## src/gpcPkg.sv

```systemverilog
/* Four-thread barrel RV32I core shared definitions
   Widths, opcodes, ALU operation codes and common vector types */
`default_nettype none

package gpcPkg;

    //////////////////////////////////////////////////////////////////////
    // Widths
    //////////////////////////////////////////////////////////////////////
    localparam int XLEN        = 32;   // Data and address width
    localparam int NUM_THREADS = 4;    // Barrel depth
    localparam int NUM_REGS    = 16;   // Registers per thread

    typedef logic [XLEN-1:0]             wordT;
    typedef logic [NUM_THREADS-1:0]      threadT;   // One-hot thread select
    typedef logic [$clog2(NUM_REGS)-1:0] regPtrT;   // Low bits of a 5-bit field
    typedef logic [31:0]                 instT;

    //////////////////////////////////////////////////////////////////////
    // RV32I opcodes kept by this core
    //////////////////////////////////////////////////////////////////////
    localparam logic [6:0] OP_OP     = 7'b0110011;
    localparam logic [6:0] OP_OPIMM  = 7'b0010011;
    localparam logic [6:0] OP_BRANCH = 7'b1100011;
    localparam logic [6:0] OP_JAL    = 7'b1101111;
    localparam logic [6:0] OP_STORE  = 7'b0100011;

    // ALU code is {funct7[5], funct3}
    typedef enum logic [3:0] {
        ADD  = 4'b0000,
        SUB  = 4'b1000,
        SLL  = 4'b0001,
        SLT  = 4'b0010,
        SLTU = 4'b0011,
        XOR  = 4'b0100,
        SRL  = 4'b0101,
        SRA  = 4'b1101,
        OR   = 4'b0110,
        AND  = 4'b0111
    } aluOpT;

    localparam threadT THREAD_RESET = 4'b0001;   // Thread 0 fetches first

endpackage

`default_nettype wire

```

## src/gpcIfs.sv

```systemverilog
/* Core-internal bundles
   Decode-to-execute values in Q102H and the Q104H register write */
`timescale 1ns/1ps
`default_nettype none

//////////////////////////////////////////////////////////////////////
// Q102H bundle from decode
//////////////////////////////////////////////////////////////////////
interface execIf;
    gpcPkg::instT   inst;      // Instruction in Q102H
    gpcPkg::wordT   pc;
    gpcPkg::wordT   rs1Data;
    gpcPkg::wordT   rs2Data;
    logic           immSel;    // OP-IMM uses I immediate
    logic           branch;
    logic           jal;
    logic           store;
    logic           regWr;
    gpcPkg::threadT thread;    // Thread owning this slot

    modport src (output inst, pc, rs1Data, rs2Data, immSel, branch, jal, store,
                 regWr, thread);
    modport dst (input  inst, pc, rs1Data, rs2Data, immSel, branch, jal, store,
                 regWr, thread);
endinterface

//////////////////////////////////////////////////////////////////////
// Q104H register write
//////////////////////////////////////////////////////////////////////
interface wbIf;
    logic           wrEn;
    gpcPkg::threadT thread;
    gpcPkg::regPtrT ptr;
    gpcPkg::wordT   data;

    modport src (output wrEn, thread, ptr, data);
    modport dst (input  wrEn, thread, ptr, data);
endinterface

`default_nettype wire

```

## src/aluUnit.sv

```systemverilog
/* Q102H operand select and ALU
   Serves OP and OP-IMM, and forms the store address */
`timescale 1ns/1ps
`default_nettype none

module aluUnit (
    execIf.dst              exec,
    output gpcPkg::wordT    aluResult
);

    gpcPkg::wordT  iImmQ102H;
    gpcPkg::wordT  sImmQ102H;
    gpcPkg::wordT  opAQ102H;
    gpcPkg::wordT  opBQ102H;
    logic [6:0]    opcodeQ102H;
    logic [2:0]    funct3Q102H;
    logic [3:0]    codeQ102H;
    gpcPkg::aluOpT aluOpQ102H;
    logic [4:0]    shamtQ102H;

    assign opcodeQ102H = exec.inst[6:0];
    assign funct3Q102H = exec.inst[14:12];

    // Immediates
    assign iImmQ102H = {{20{exec.inst[31]}}, exec.inst[31:20]};
    assign sImmQ102H = {{20{exec.inst[31]}}, exec.inst[31:25], exec.inst[11:7]};

    assign opAQ102H = exec.rs1Data;
    assign opBQ102H = exec.store  ? sImmQ102H :
                      exec.immSel ? iImmQ102H : exec.rs2Data;
    assign shamtQ102H = opBQ102H[4:0];

    // ALU code from funct3 and funct7[5]
    always_comb begin
        codeQ102H = {1'b0, funct3Q102H};
        if ((opcodeQ102H == gpcPkg::OP_OP) ||
            ((opcodeQ102H == gpcPkg::OP_OPIMM) && (funct3Q102H[1:0] == 2'b01))) begin
            codeQ102H[3] = exec.inst[30];   // SUB or SRA
        end
        if (exec.store) codeQ102H = gpcPkg::ADD;   // Address add
    end

    assign aluOpQ102H = gpcPkg::aluOpT'(codeQ102H);

    always_comb begin
        case (aluOpQ102H)
            gpcPkg::ADD  : aluResult = opAQ102H + opBQ102H;
            gpcPkg::SUB  : aluResult = opAQ102H - opBQ102H;
            gpcPkg::SLL  : aluResult = opAQ102H << shamtQ102H;
            gpcPkg::SLT  : aluResult = {31'b0, $signed(opAQ102H) < $signed(opBQ102H)};
            gpcPkg::SLTU : aluResult = {31'b0, opAQ102H < opBQ102H};
            gpcPkg::XOR  : aluResult = opAQ102H ^ opBQ102H;
            gpcPkg::SRL  : aluResult = opAQ102H >> shamtQ102H;
            gpcPkg::SRA  : aluResult = $signed(opAQ102H) >>> shamtQ102H;
            gpcPkg::OR   : aluResult = opAQ102H | opBQ102H;
            gpcPkg::AND  : aluResult = opAQ102H & opBQ102H;
            default      : aluResult = '0;   // Unused funct7 combos
        endcase
    end

endmodule

`default_nettype wire

```

## src/branchUnit.sv

```systemverilog
/* Q102H branch comparator and next-PC select
   Covers the six conditional branches and JAL */
`timescale 1ns/1ps
`default_nettype none

module branchUnit (
    execIf.dst              exec,
    output gpcPkg::wordT    nextPc,
    output gpcPkg::wordT    linkPc
);

    gpcPkg::wordT bImmQ102H;
    gpcPkg::wordT jImmQ102H;
    logic         condQ102H;
    logic         takenQ102H;

    assign bImmQ102H = {{20{exec.inst[31]}}, exec.inst[7], exec.inst[30:25],
                        exec.inst[11:8], 1'b0};
    assign jImmQ102H = {{12{exec.inst[31]}}, exec.inst[19:12], exec.inst[20],
                        exec.inst[30:21], 1'b0};

    // Condition on funct3, rs1 against rs2
    always_comb begin
        case (exec.inst[14:12])
            3'b000  : condQ102H = (exec.rs1Data == exec.rs2Data);                    // BEQ
            3'b001  : condQ102H = (exec.rs1Data != exec.rs2Data);                    // BNE
            3'b100  : condQ102H = ($signed(exec.rs1Data) <  $signed(exec.rs2Data));  // BLT
            3'b101  : condQ102H = ($signed(exec.rs1Data) >= $signed(exec.rs2Data));  // BGE
            3'b110  : condQ102H = (exec.rs1Data <  exec.rs2Data);                    // BLTU
            3'b111  : condQ102H = (exec.rs1Data >= exec.rs2Data);                    // BGEU
            default : condQ102H = 1'b0;
        endcase
    end

    assign takenQ102H = exec.branch && condQ102H;
    assign linkPc     = exec.pc + 32'd4;

    assign nextPc = takenQ102H ? exec.pc + bImmQ102H :
                    exec.jal   ? exec.pc + jImmQ102H : linkPc;   // Sequential by default

endmodule

`default_nettype wire

```

## src/decodeRegs.sv

```systemverilog
/* Q101H decode and per-thread register files
   Reads operands for the thread in Q101H and registers the Q102H bundle */
`timescale 1ns/1ps
`default_nettype none

module decodeRegs (
    input  wire logic           QClk,
    input  wire logic           arstN,
    input  gpcPkg::instT        instFetch,    // Arrives in Q101H
    input  gpcPkg::wordT        pc,           // Q100H fetch PC
    input  gpcPkg::threadT      thread,       // Q100H ring
    execIf.src                  exec,
    wbIf.dst                    wb,
    output gpcPkg::threadT      pcEnThread
);

    gpcPkg::wordT   regFile [gpcPkg::NUM_THREADS][gpcPkg::NUM_REGS];
    gpcPkg::wordT   pcQ101H;
    gpcPkg::threadT threadQ101H;
    gpcPkg::wordT   rs1DataQ101H;
    gpcPkg::wordT   rs2DataQ101H;
    gpcPkg::regPtrT rs1PtrQ101H;
    gpcPkg::regPtrT rs2PtrQ101H;
    logic [6:0]     opcodeQ101H;
    logic           validQ101H;

    // Q100H to Q101H
    always_ff @(posedge QClk or negedge arstN) begin
        if (!arstN) threadQ101H <= '0;   // Empty slot until the ring reaches Q101H
        else        threadQ101H <= thread;
    end

    always_ff @(posedge QClk) pcQ101H <= pc;

    //////////////////////////////////////////////////////////////////////
    // Decode
    //////////////////////////////////////////////////////////////////////
    assign opcodeQ101H = instFetch[6:0];
    assign rs1PtrQ101H = instFetch[18:15];   // Bit 19 dropped
    assign rs2PtrQ101H = instFetch[23:20];   // Bit 24 dropped
    assign validQ101H  = |threadQ101H;

    // Operand read from the thread in Q101H
    always_comb begin
        rs1DataQ101H = '0;
        rs2DataQ101H = '0;
        for (int t = 0; t < gpcPkg::NUM_THREADS; t++) begin
            if (threadQ101H[t]) begin
                rs1DataQ101H |= regFile[t][rs1PtrQ101H];
                rs2DataQ101H |= regFile[t][rs2PtrQ101H];
            end
        end
    end

    // Q101H to Q102H control
    always_ff @(posedge QClk or negedge arstN) begin
        if (!arstN) begin
            exec.immSel <= 1'b0;
            exec.branch <= 1'b0;
            exec.jal    <= 1'b0;
            exec.store  <= 1'b0;
            exec.regWr  <= 1'b0;
            exec.thread <= '0;
        end else begin
            exec.immSel <= (opcodeQ101H == gpcPkg::OP_OPIMM);
            exec.branch <= (opcodeQ101H == gpcPkg::OP_BRANCH);
            exec.jal    <= (opcodeQ101H == gpcPkg::OP_JAL);
            exec.store  <= (opcodeQ101H == gpcPkg::OP_STORE) && validQ101H;
            exec.regWr  <= validQ101H && ((opcodeQ101H == gpcPkg::OP_OP)    ||
                                          (opcodeQ101H == gpcPkg::OP_OPIMM) ||
                                          (opcodeQ101H == gpcPkg::OP_JAL));
            exec.thread <= threadQ101H;
        end
    end

    // Q101H to Q102H payload
    always_ff @(posedge QClk) begin
        exec.inst    <= instFetch;
        exec.pc      <= pcQ101H;
        exec.rs1Data <= rs1DataQ101H;
        exec.rs2Data <= rs2DataQ101H;
    end

    assign pcEnThread = exec.thread;   // Q102H owner takes nextPc

    //////////////////////////////////////////////////////////////////////
    // Q104H register write
    //////////////////////////////////////////////////////////////////////
    always_ff @(posedge QClk or negedge arstN) begin
        if (!arstN) begin
            for (int t = 0; t < gpcPkg::NUM_THREADS; t++) begin
                for (int r = 0; r < gpcPkg::NUM_REGS; r++) begin
                    regFile[t][r] <= '0;
                end
            end
        end else if (wb.wrEn && (wb.ptr != '0)) begin   // x0 stays zero
            for (int t = 0; t < gpcPkg::NUM_THREADS; t++) begin
                if (wb.thread[t]) regFile[t][wb.ptr] <= wb.data;
            end
        end
    end

    wbThreadLive: assert property (@(posedge QClk) disable iff (!arstN)
                                   wb.wrEn |-> (wb.thread != '0))
        else $error("register write with no thread selected");

endmodule

`default_nettype wire

```

## src/gpcCore.sv

```systemverilog
/* Four-thread barrel RV32I core top level
   Fetch, decode, execute and writeback units around two internal bundles */
`timescale 1ns/1ps
`default_nettype none

module gpcCore (
    input  wire logic       QClk,
    input  wire logic       arstN,
    input  gpcPkg::instT    instFetch,   // Registered memory, one cycle after pc
    output gpcPkg::wordT    pc,
    output gpcPkg::wordT    memAdrs,
    output gpcPkg::wordT    memWrData,
    output logic            memWr
);

    gpcPkg::wordT   nextPc;
    gpcPkg::wordT   linkPc;
    gpcPkg::wordT   aluResult;
    gpcPkg::threadT pcEnThread;
    gpcPkg::threadT threadQ100H;

    execIf execQ102H ();
    wbIf   wbQ104H ();

    threadFetch uFetch (
        .QClk       (QClk),
        .arstN      (arstN),
        .nextPc     (nextPc),
        .pcEnThread (pcEnThread),
        .pc         (pc),
        .thread     (threadQ100H)
    );

    decodeRegs uDecode (
        .QClk       (QClk),
        .arstN      (arstN),
        .instFetch  (instFetch),
        .pc         (pc),
        .thread     (threadQ100H),
        .exec       (execQ102H.src),
        .wb         (wbQ104H.dst),
        .pcEnThread (pcEnThread)
    );

    aluUnit uAlu (
        .exec      (execQ102H.dst),
        .aluResult (aluResult)
    );

    branchUnit uBranch (
        .exec   (execQ102H.dst),
        .nextPc (nextPc),
        .linkPc (linkPc)
    );

    writebackStage uWb (
        .QClk      (QClk),
        .arstN     (arstN),
        .exec      (execQ102H.dst),
        .aluResult (aluResult),
        .linkPc    (linkPc),
        .wb        (wbQ104H.src),
        .memAdrs   (memAdrs),
        .memWrData (memWrData),
        .memWr     (memWr)
    );

endmodule

`default_nettype wire

```

## src/threadFetch.sv

```systemverilog
/* Thread ring and per-thread program counters
   Rotates the one-hot Q100H thread and muxes its PC to instruction memory */
`timescale 1ns/1ps
`default_nettype none

module threadFetch (
    input  wire logic           QClk,
    input  wire logic           arstN,
    input  gpcPkg::wordT        nextPc,       // From branch unit in Q102H
    input  gpcPkg::threadT      pcEnThread,   // Thread currently in Q102H
    output gpcPkg::wordT        pc,
    output gpcPkg::threadT      thread
);

    gpcPkg::threadT ringQ100H;
    gpcPkg::wordT   pcReg [gpcPkg::NUM_THREADS];

    // Rotate one position per cycle
    always_ff @(posedge QClk or negedge arstN) begin
        if (!arstN) begin
            ringQ100H <= gpcPkg::THREAD_RESET;
        end else begin
            ringQ100H <= {ringQ100H[gpcPkg::NUM_THREADS-2:0],
                          ringQ100H[gpcPkg::NUM_THREADS-1]};
        end
    end

    // One PC per thread, loaded when that thread leaves Q102H
    always_ff @(posedge QClk or negedge arstN) begin
        if (!arstN) begin
            for (int t = 0; t < gpcPkg::NUM_THREADS; t++) begin
                pcReg[t] <= '0;   // All threads boot at 0
            end
        end else begin
            for (int t = 0; t < gpcPkg::NUM_THREADS; t++) begin
                if (pcEnThread[t]) pcReg[t] <= nextPc;
            end
        end
    end

    // Fetch PC mux on ring
    always_comb begin
        pc = '0;
        for (int t = 0; t < gpcPkg::NUM_THREADS; t++) begin
            if (ringQ100H[t]) pc |= pcReg[t];
        end
    end

    assign thread = ringQ100H;

    // Exactly one thread owns the fetch slot
    ringOneHot: assert property (@(posedge QClk) disable iff (!arstN) $onehot(ringQ100H))
        else $error("thread ring lost one-hot state");

endmodule

`default_nettype wire

```

## src/writebackStage.sv

```systemverilog
/* Q103H and Q104H stage flops
   Drives the data-memory store and selects the register write value */
`timescale 1ns/1ps
`default_nettype none

module writebackStage (
    input  wire logic           QClk,
    input  wire logic           arstN,
    execIf.dst                  exec,
    input  gpcPkg::wordT        aluResult,
    input  gpcPkg::wordT        linkPc,
    wbIf.src                    wb,
    output gpcPkg::wordT        memAdrs,
    output gpcPkg::wordT        memWrData,
    output logic                memWr
);

    gpcPkg::wordT   wrDataQ102H;
    gpcPkg::wordT   wrDataQ103H;
    gpcPkg::regPtrT rdQ103H;
    gpcPkg::threadT threadQ103H;
    logic           regWrQ103H;

    assign wrDataQ102H = exec.jal ? linkPc : aluResult;   // JAL links PC+4

    //////////////////////////////////////////////////////////////////////
    // Q102H to Q103H
    //////////////////////////////////////////////////////////////////////
    always_ff @(posedge QClk or negedge arstN) begin
        if (!arstN) begin
            memWr       <= 1'b0;
            regWrQ103H  <= 1'b0;
            threadQ103H <= '0;
        end else begin
            memWr       <= exec.store;
            regWrQ103H  <= exec.regWr;
            threadQ103H <= exec.thread;
        end
    end

    always_ff @(posedge QClk) begin
        memAdrs     <= aluResult;         // Store address
        memWrData   <= exec.rs2Data;
        wrDataQ103H <= wrDataQ102H;
        rdQ103H     <= exec.inst[10:7];   // rd low bits
    end

    //////////////////////////////////////////////////////////////////////
    // Q103H to Q104H
    //////////////////////////////////////////////////////////////////////
    always_ff @(posedge QClk or negedge arstN) begin
        if (!arstN) begin
            wb.wrEn   <= 1'b0;
            wb.thread <= '0;
        end else begin
            wb.wrEn   <= regWrQ103H;
            wb.thread <= threadQ103H;
        end
    end

    always_ff @(posedge QClk) begin
        wb.ptr  <= rdQ103H;
        wb.data <= wrDataQ103H;
    end

endmodule

`default_nettype wire
```

## config.mk

```make
export PLATFORM = sky130hd
export DESIGN_NAME = gpcCore
export DESIGN_NICKNAME = d
export VERILOG_FILES = /design/src/gpcPkg.sv /design/src/gpcIfs.sv /design/src/aluUnit.sv /design/src/branchUnit.sv /design/src/decodeRegs.sv /design/src/gpcCore.sv /design/src/threadFetch.sv /design/src/writebackStage.sv
export SDC_FILE = /design/constraint.sdc
export NUM_CORES = 2
export LEC_CHECK = 0
export BUFFER_PORTS_ARGS = -buffer_cell sky130_fd_sc_hd__buf_2
export CORE_ASPECT_RATIO = 1.2
export CORE_MARGIN = 4
export CORE_UTILIZATION = 45
export DETAILED_ROUTE_END_ITERATION = 6
export HOLD_SLACK_MARGIN = 0.12
export PLACE_DENSITY_LB_ADDON = 0.15
export SLEW_MARGIN = 20
export SYNTH_ARGS = -nofsm -noshare
export SYNTH_HDL_FRONTEND = slang
export SYNTH_SLANG_ARGS = --single-unit
```

## constraint.sdc

```tcl
create_clock -name QClk -period 6.1 [get_ports QClk]
set_input_delay 0.305 -clock QClk [delete_from_list [all_inputs] [get_ports QClk]]
set_output_delay 0.305 -clock QClk [all_outputs]
set_load 0.01 [all_outputs]
```

# --- Word-level counts from Yosys, hierarchy flattened ---
# Index checks and enable logic that the tools add are counted.
totals:
  register_bits: 2500
  latchBits: 0
  mem_bits_rw: 0
  mem_bits_ro: 0
  input_bits: 34
  out_inout_bits: 97
  wordCells: 217
  memories: 0
classes:
  n_addsub: 5
  multipliers: 0
  n_div: 0
  order_cmp: 10
  n_eq_ne: 24
  shift: 3
  mux: 51
  bitwise_logic: 15
  n_reduce_logical: 17
op_table:
  columns: ["operator", "count"]
  rows:
  - ["512-bit bitwise mux", 4]
  - ["32-bit 2-to-1 mux", 34]
  - ["32-bit binary-select mux with 4-bit select", 8]
  - ["32-bit OR", 10]
  - ["32-bit case mux with 10 select lines", 1]
  - ["32-bit demux with 4-bit select", 1]
  - ["32-bit < comparator", 4]
  - ["32-bit adder", 3]
  - ["32-bit greater-or-equal comparator", 2]
  - ["32-bit by 3-bit adder with 32-bit output (second input constant)", 1]
  - ["32-bit AND", 1]
  - ["32-bit equality test", 1]
  - ["32-bit inequality test", 1]
  - ["32-bit by 5-bit left shift with 32-bit output", 1]
  - ["32-bit by 5-bit right shift with 32-bit output", 1]
  - ["32-bit by 5-bit >>> shifter with 32-bit output", 1]
  - ["32-bit subtractor", 1]
  - ["32-bit XOR", 1]
  - ["7-bit by 6-bit equality test with 1-bit output (second input constant)", 3]
  - ["4-bit by 3-bit equality test with 1-bit output (second input constant)", 4]
  - ["5-bit greater-or-equal comparator (second input constant)", 3]
  - ["4-bit NOT with 5-bit output", 3]
  - ["7-bit by 5-bit equality test with 1-bit output (second input constant)", 2]
  - ["7-bit equality test (second input constant)", 2]
  - ["17 further kinds", 32]

# --- Logic depth before layout (Yosys ltp) ---
logic_depth:
  ltp_word: 11
  ltp_mapped: 20
  mapped_depth_nobuf: 16

# --- By module ---
# A second synthesis with hierarchy kept.
hier_totals:
  hier_cells: 10578
  hier_area_um2: 135384.8
modules_own_cells:
  columns: ["module", "n_inst", "cells_each", "area_each_um2", "seq_area_each_um2"]
  rows:
  - ["decodeRegs", 1, 7826, 111768.4, 54777.5]
  - ["aluUnit", 1, 1521, 9402.8, 0.0]
  - ["threadFetch", 1, 384, 6142.1, 3304.4]
  - ["branchUnit", 1, 664, 4529.3, 0.0]
  - ["writebackStage", 1, 183, 3542.1, 2997.9]

# --- Worst setup path before layout ---
# No wires, ideal clock.
synth_path:
  kind: "register to register"
  start: "register uDecode.exec.immSel"
  end: "register uWb.wrDataQ103H[25]"
  setup_ps: 115
  arrival_ps: 4633
  required_time_ps: 5985
  path_slack_ps: 1352
  path_stages_with_launch: 19
  n_path_buf: 5
  period_less_slack_ps: 4748
  cell_sequence: "dfrtp_1 -> buf_2 -> mux2i_1 -> o21a_1 -> clkbuf_1 -> clkbuf_1 -> buf_1 -> clkbuf_1 -> ha_1 -> nor2_1 -> a221oi_1 -> nand2_1 -> a311oi_1 -> nor3_1 -> or2_1 -> a311o_1 -> and3_1 -> or4_1 -> o21a_1"
synth_via:
  elab_chain_cells: 5
  elab_cells_between_ends: 12
  classes_between: "add/sub (2); shift (3); mux (4); bitwise (3)"
synth_lines:
  columns: ["item", "line", "rtl"]
  rows:
  - ["from (decl)", "gpcIfs.sv:21", "modport src (output inst, pc, rs1Data, rs2Data, immSel, branch, jal, store,"]
  - ["from (signal assigned)", "decodeRegs.sv:65", "exec.immSel <= (opcodeQ101H == gpcPkg::OP_OPIMM);"]
  - ["32-bit 2-to-1 mux *", "aluUnit.sv:30", "exec.immSel ? iImmQ102H : exec.rs2Data;"]
  - ["32-bit 2-to-1 mux *", "aluUnit.sv:29", "assign opBQ102H = exec.store ? sImmQ102H :"]
  - ["32-bit subtractor (tied with other cells)", "aluUnit.sv:48", "gpcPkg::SUB : aluResult = opAQ102H - opBQ102H;"]
  - ["32-bit case mux with 10 select lines *", "aluUnit.sv:46", "case (aluOpQ102H)"]
  - ["net aluResult[25]", "gpcCore.sv:18", "gpcPkg::wordT aluResult;"]
  - ["32-bit 2-to-1 mux *", "writebackStage.sv:24", "assign wrDataQ102H = exec.jal ? linkPc : aluResult;"]
  - ["net uWb.wrDataQ102H[25]", "writebackStage.sv:18", "gpcPkg::wordT wrDataQ102H;"]
  - ["to (signal assigned)", "writebackStage.sv:44", "wrDataQ103H <= wrDataQ102H;"]
  - ["to (decl)", "writebackStage.sv:19", "gpcPkg::wordT wrDataQ103H;"]
# Mark *: on every way through the listed nets, which the timed path passes. The rest lies on a longest branch.
# A chain may end at the register's enable or synchronous reset.

# --- Worst setup path after layout ---
# Same ends and word-level chain as after synthesis.

==> flow_summary.toml <==
[sta]
post-route-period-util_pct = 85.9
relSlewSlack_pct = 16.3
min_period_ns = 5.24
fin_hold_ws_ns = 0.149
rsz0062_at_grt = "no"
max_freq_mhz = 191
hold_violations = 0
drv_slew = 0
finalSetupViolations = 0
skew_ns = 0.0574
tightest_slew_ns = 1.24
finalSetupTns_ns = 0

[worst_hold_path]
worstHoldPathCells = 2
worstHoldEndpoint = "uDecode.exec.inst[25]"
min-delay-start = "instFetch[25]"
hp-class = "in2reg"

[cts]
tritoncts = "done"
clock_path_buffers = 4
numCtsBuffers = 277
cts_setup_buffers = 0
cts_sinks = 2488
post_cts_resized = 0
cts-root-buf = "clkbuf_16"
hold_buffers = 49
cts-htree-levels = 5
clk-insertion-delay-late_ns = 0.90
path_clk_slew_ns = 0.07

[floorplanning]
pin_count = 131
core_um2 = 292000
die_h_um = 602
row_count = 217
dieArea_um2 = 303000
initial_core_util_pct = 45.3
die_w_um = 503

[cells_and_area]
nets = 9181
seq_area_um2 = 60900
multi_input_area_um2 = 67500
n_fill_cell = 24600
final_cell_mix = "dfrtp_1 (2185), mux2_2 (1999), mux4_2 (1296)"
syn2layout_area_growth_pct = 10.7
final_common_cell = "dfrtp_1"
drive_above_1_share_pct = 45.6

[worst_setup_path]
reg2reg_slack_ns = 0.86
path_class = "reg2reg"
r2r-end = "uWb.wrDataQ103H[25]"
start_kind = "register"
worstRegToRegCells = 12
cp-end-kind = "register"
r2r-start = "uDecode.exec.immSel"
critPathArrivalTime_ns = 6.03
cp.required_ns = 6.89
crit_fanout = 30

[drt]
vias = 85400
viasPerCell = 6.56
drt-pass1-iter-count = 5
ant_nets = 0
drt_iter0_drc = 7947
wl_per_cell_um = 34.7
drc_errors = 0
wl_um = 451000

[global_route]
track_usage_pct = 29.7
grt_pass1_vias = 89100
overflow = 0
antenna_found_initial = 22
grt_max_degree = 181
grt_pass1_wl_um = 653000

[synthesis]
yosysSeqAreaShare_pct = 46.0
synth_ff_type = "dfrtp_1"
syn_inst = 9303
synth-seq-cells = 2488
syn_area_per_cell_um2 = 14.2
netlist.area_leader.share_pct = 41.5
synthArstFlopShare_pct = 88.1
synthDistinctLibCells = 90
yosys_warnings = 0
synth_area_um2 = 132000
synth_top_cell_by_area = "dfrtp_1"
netlist_top_cells_area = "dfrtp_1 (41%), mux4_2 (22%), mux2_2 (17%), dfxtp_1 (4.5%), clkbuf_1 (1.9%)"
synth_nets = 9517
synth_edf_count = 0

[power]
p_switching_mw = 8.12
p_leak_nw = 67.6
swShare_pct = 23.0
peakVddDrop_v = 0.000223
power_frac_comb_pct = 4.3
power.total_mw = 35.4
powerDensity_nw_per_um2 = 242
p_int_mw = 27.2
p_clk_share_pct = 48.9
p_seq_share_pct = 46.8

[place]
io_buffers = 130
gp_congestion = 0.987
dp_hpwl_um = 277000

[flow_run]
cap_violations = 0

[run_status]
status = "finished, final reports clean"
cells in the mapped netlist (46+ instances only):
cell type and number:
mux2_2 1999, dfxtp_1 296, nand2_1 380, ha_1 176, mux2i_1 139, a21oi_1 263
buf_1 303, inv_1 149, a22oi_1 205, a31oi_1 53, mux4_2 1296, clkbuf_1 668
dfrtp_1 2191, xnor2_1 46, nor3_1 66, o21ai_0 159, nor2_1 286
critical path, stage by stage, from the launching register on:
cell	delay (ns)
dfrtp_1	0.54
mux2i_1	0.26
o21a_4	0.41
ha_1	0.35
a211oi_1	0.47
o21ai_0	0.24
a22oi_1	0.47
a211oi_1	0.31
o41ai_1	1.05
or3_1	0.22
a21oi_1	0.06
or4_1	0.57
o21a_1	0.19
cell type report:
cell class,instances,area share [%]
multi-input combinational,5672,46.1
sequential,2488,41.6
clock buffer,409,5.61
tap,3832,3.28
timing repair buffer,377,2.30
clock inverter,78,0.691
inverter,151,0.387
antenna,7,0.0120
sequential cells by signal (all words and copies together) (netlist names), 2 cells and up:
signal and flops:
uDecode.regFile 2048, uFetch.pcReg 128, uDecode.exec.inst 32, uDecode.exec.pc 32, uDecode.exec.rs1Data 32, uDecode.exec.rs2Data 32
uDecode.pcQ101H 32, uWb.memAdrs 32, uWb.memWrData 32, uWb.wb.data 32, uWb.wrDataQ103H 32, uWb.rdQ103H 4
uWb.wb.ptr 4, uWb.wb.thread 4, uDecode.threadQ101H 2
through the flow:
step | utilization [%] | area [µm²] | std cells | setup WS (ns)
floorplan | - | 132000 | 9303 | 1.35
global route | 50.1 | 146000 | 13000 | 0.762
detailed placement | 46.8 | 137000 | 12500 | 1.00
global placement | 46.8 | 137000 | 12500 | 1.00
CTS | 50.1 | 146000 | 13000 | 1.01
finish | 50.2 | 146000 | 13000 | 0.860
routing by layer:
metal | track usage [%] | wire [µm] | up-vias
met5 | 0 | 0 | -
li1 | - | - | 34900
met2 | 47.7 | 216000 | 3122
met4 | 11.6 | 20300 | 0
met1 | 40.5 | 185000 | 46600
met3 | 4.83 | 29800 | 811
power groups by stage:
stage          sequential (mW)  clock (mW)  combinational (mW)
2_1_floorplan             16.8           0               0.805
3_3_place_gp              16.9           0                1.52
3_5_place_dp              16.9           0                1.53
4_1_cts                   16.5        17.6                1.56
5_1_grt                   16.5        18.3                1.65
6_report                  16.5        17.3                1.53
kinds of logic after synthesis:
family	after synthesis	synth area share [%]
compound gates	1032	5.15
xor+xnor	73	0.484
fa+ha+maj	180	1.73
buf+inv	1143	3.29
flops	2488	46.0
mux	3437	40.2
simple gates	950	3.19
worst max path at each step:
stage | to | slack, ns | from
4_1_cts | uWb.wrDataQ103H[25] | 1.01 | uDecode.exec.immSel
5_1_grt | uWb.wrDataQ103H[25] | 0.76 | uDecode.exec.immSel
3_3_place_gp | uWb.wrDataQ103H[25] | 1.00 | uDecode.exec.immSel
6_report | uWb.wrDataQ103H[25] | 0.86 | uDecode.exec.immSel
3_5_place_dp | uWb.wrDataQ103H[25] | 1.00 | uDecode.exec.immSel
2_1_floorplan | uWb.wrDataQ103H[25] | 1.35 | uDecode.exec.immSel
Power figures use the tool's default switching activity.
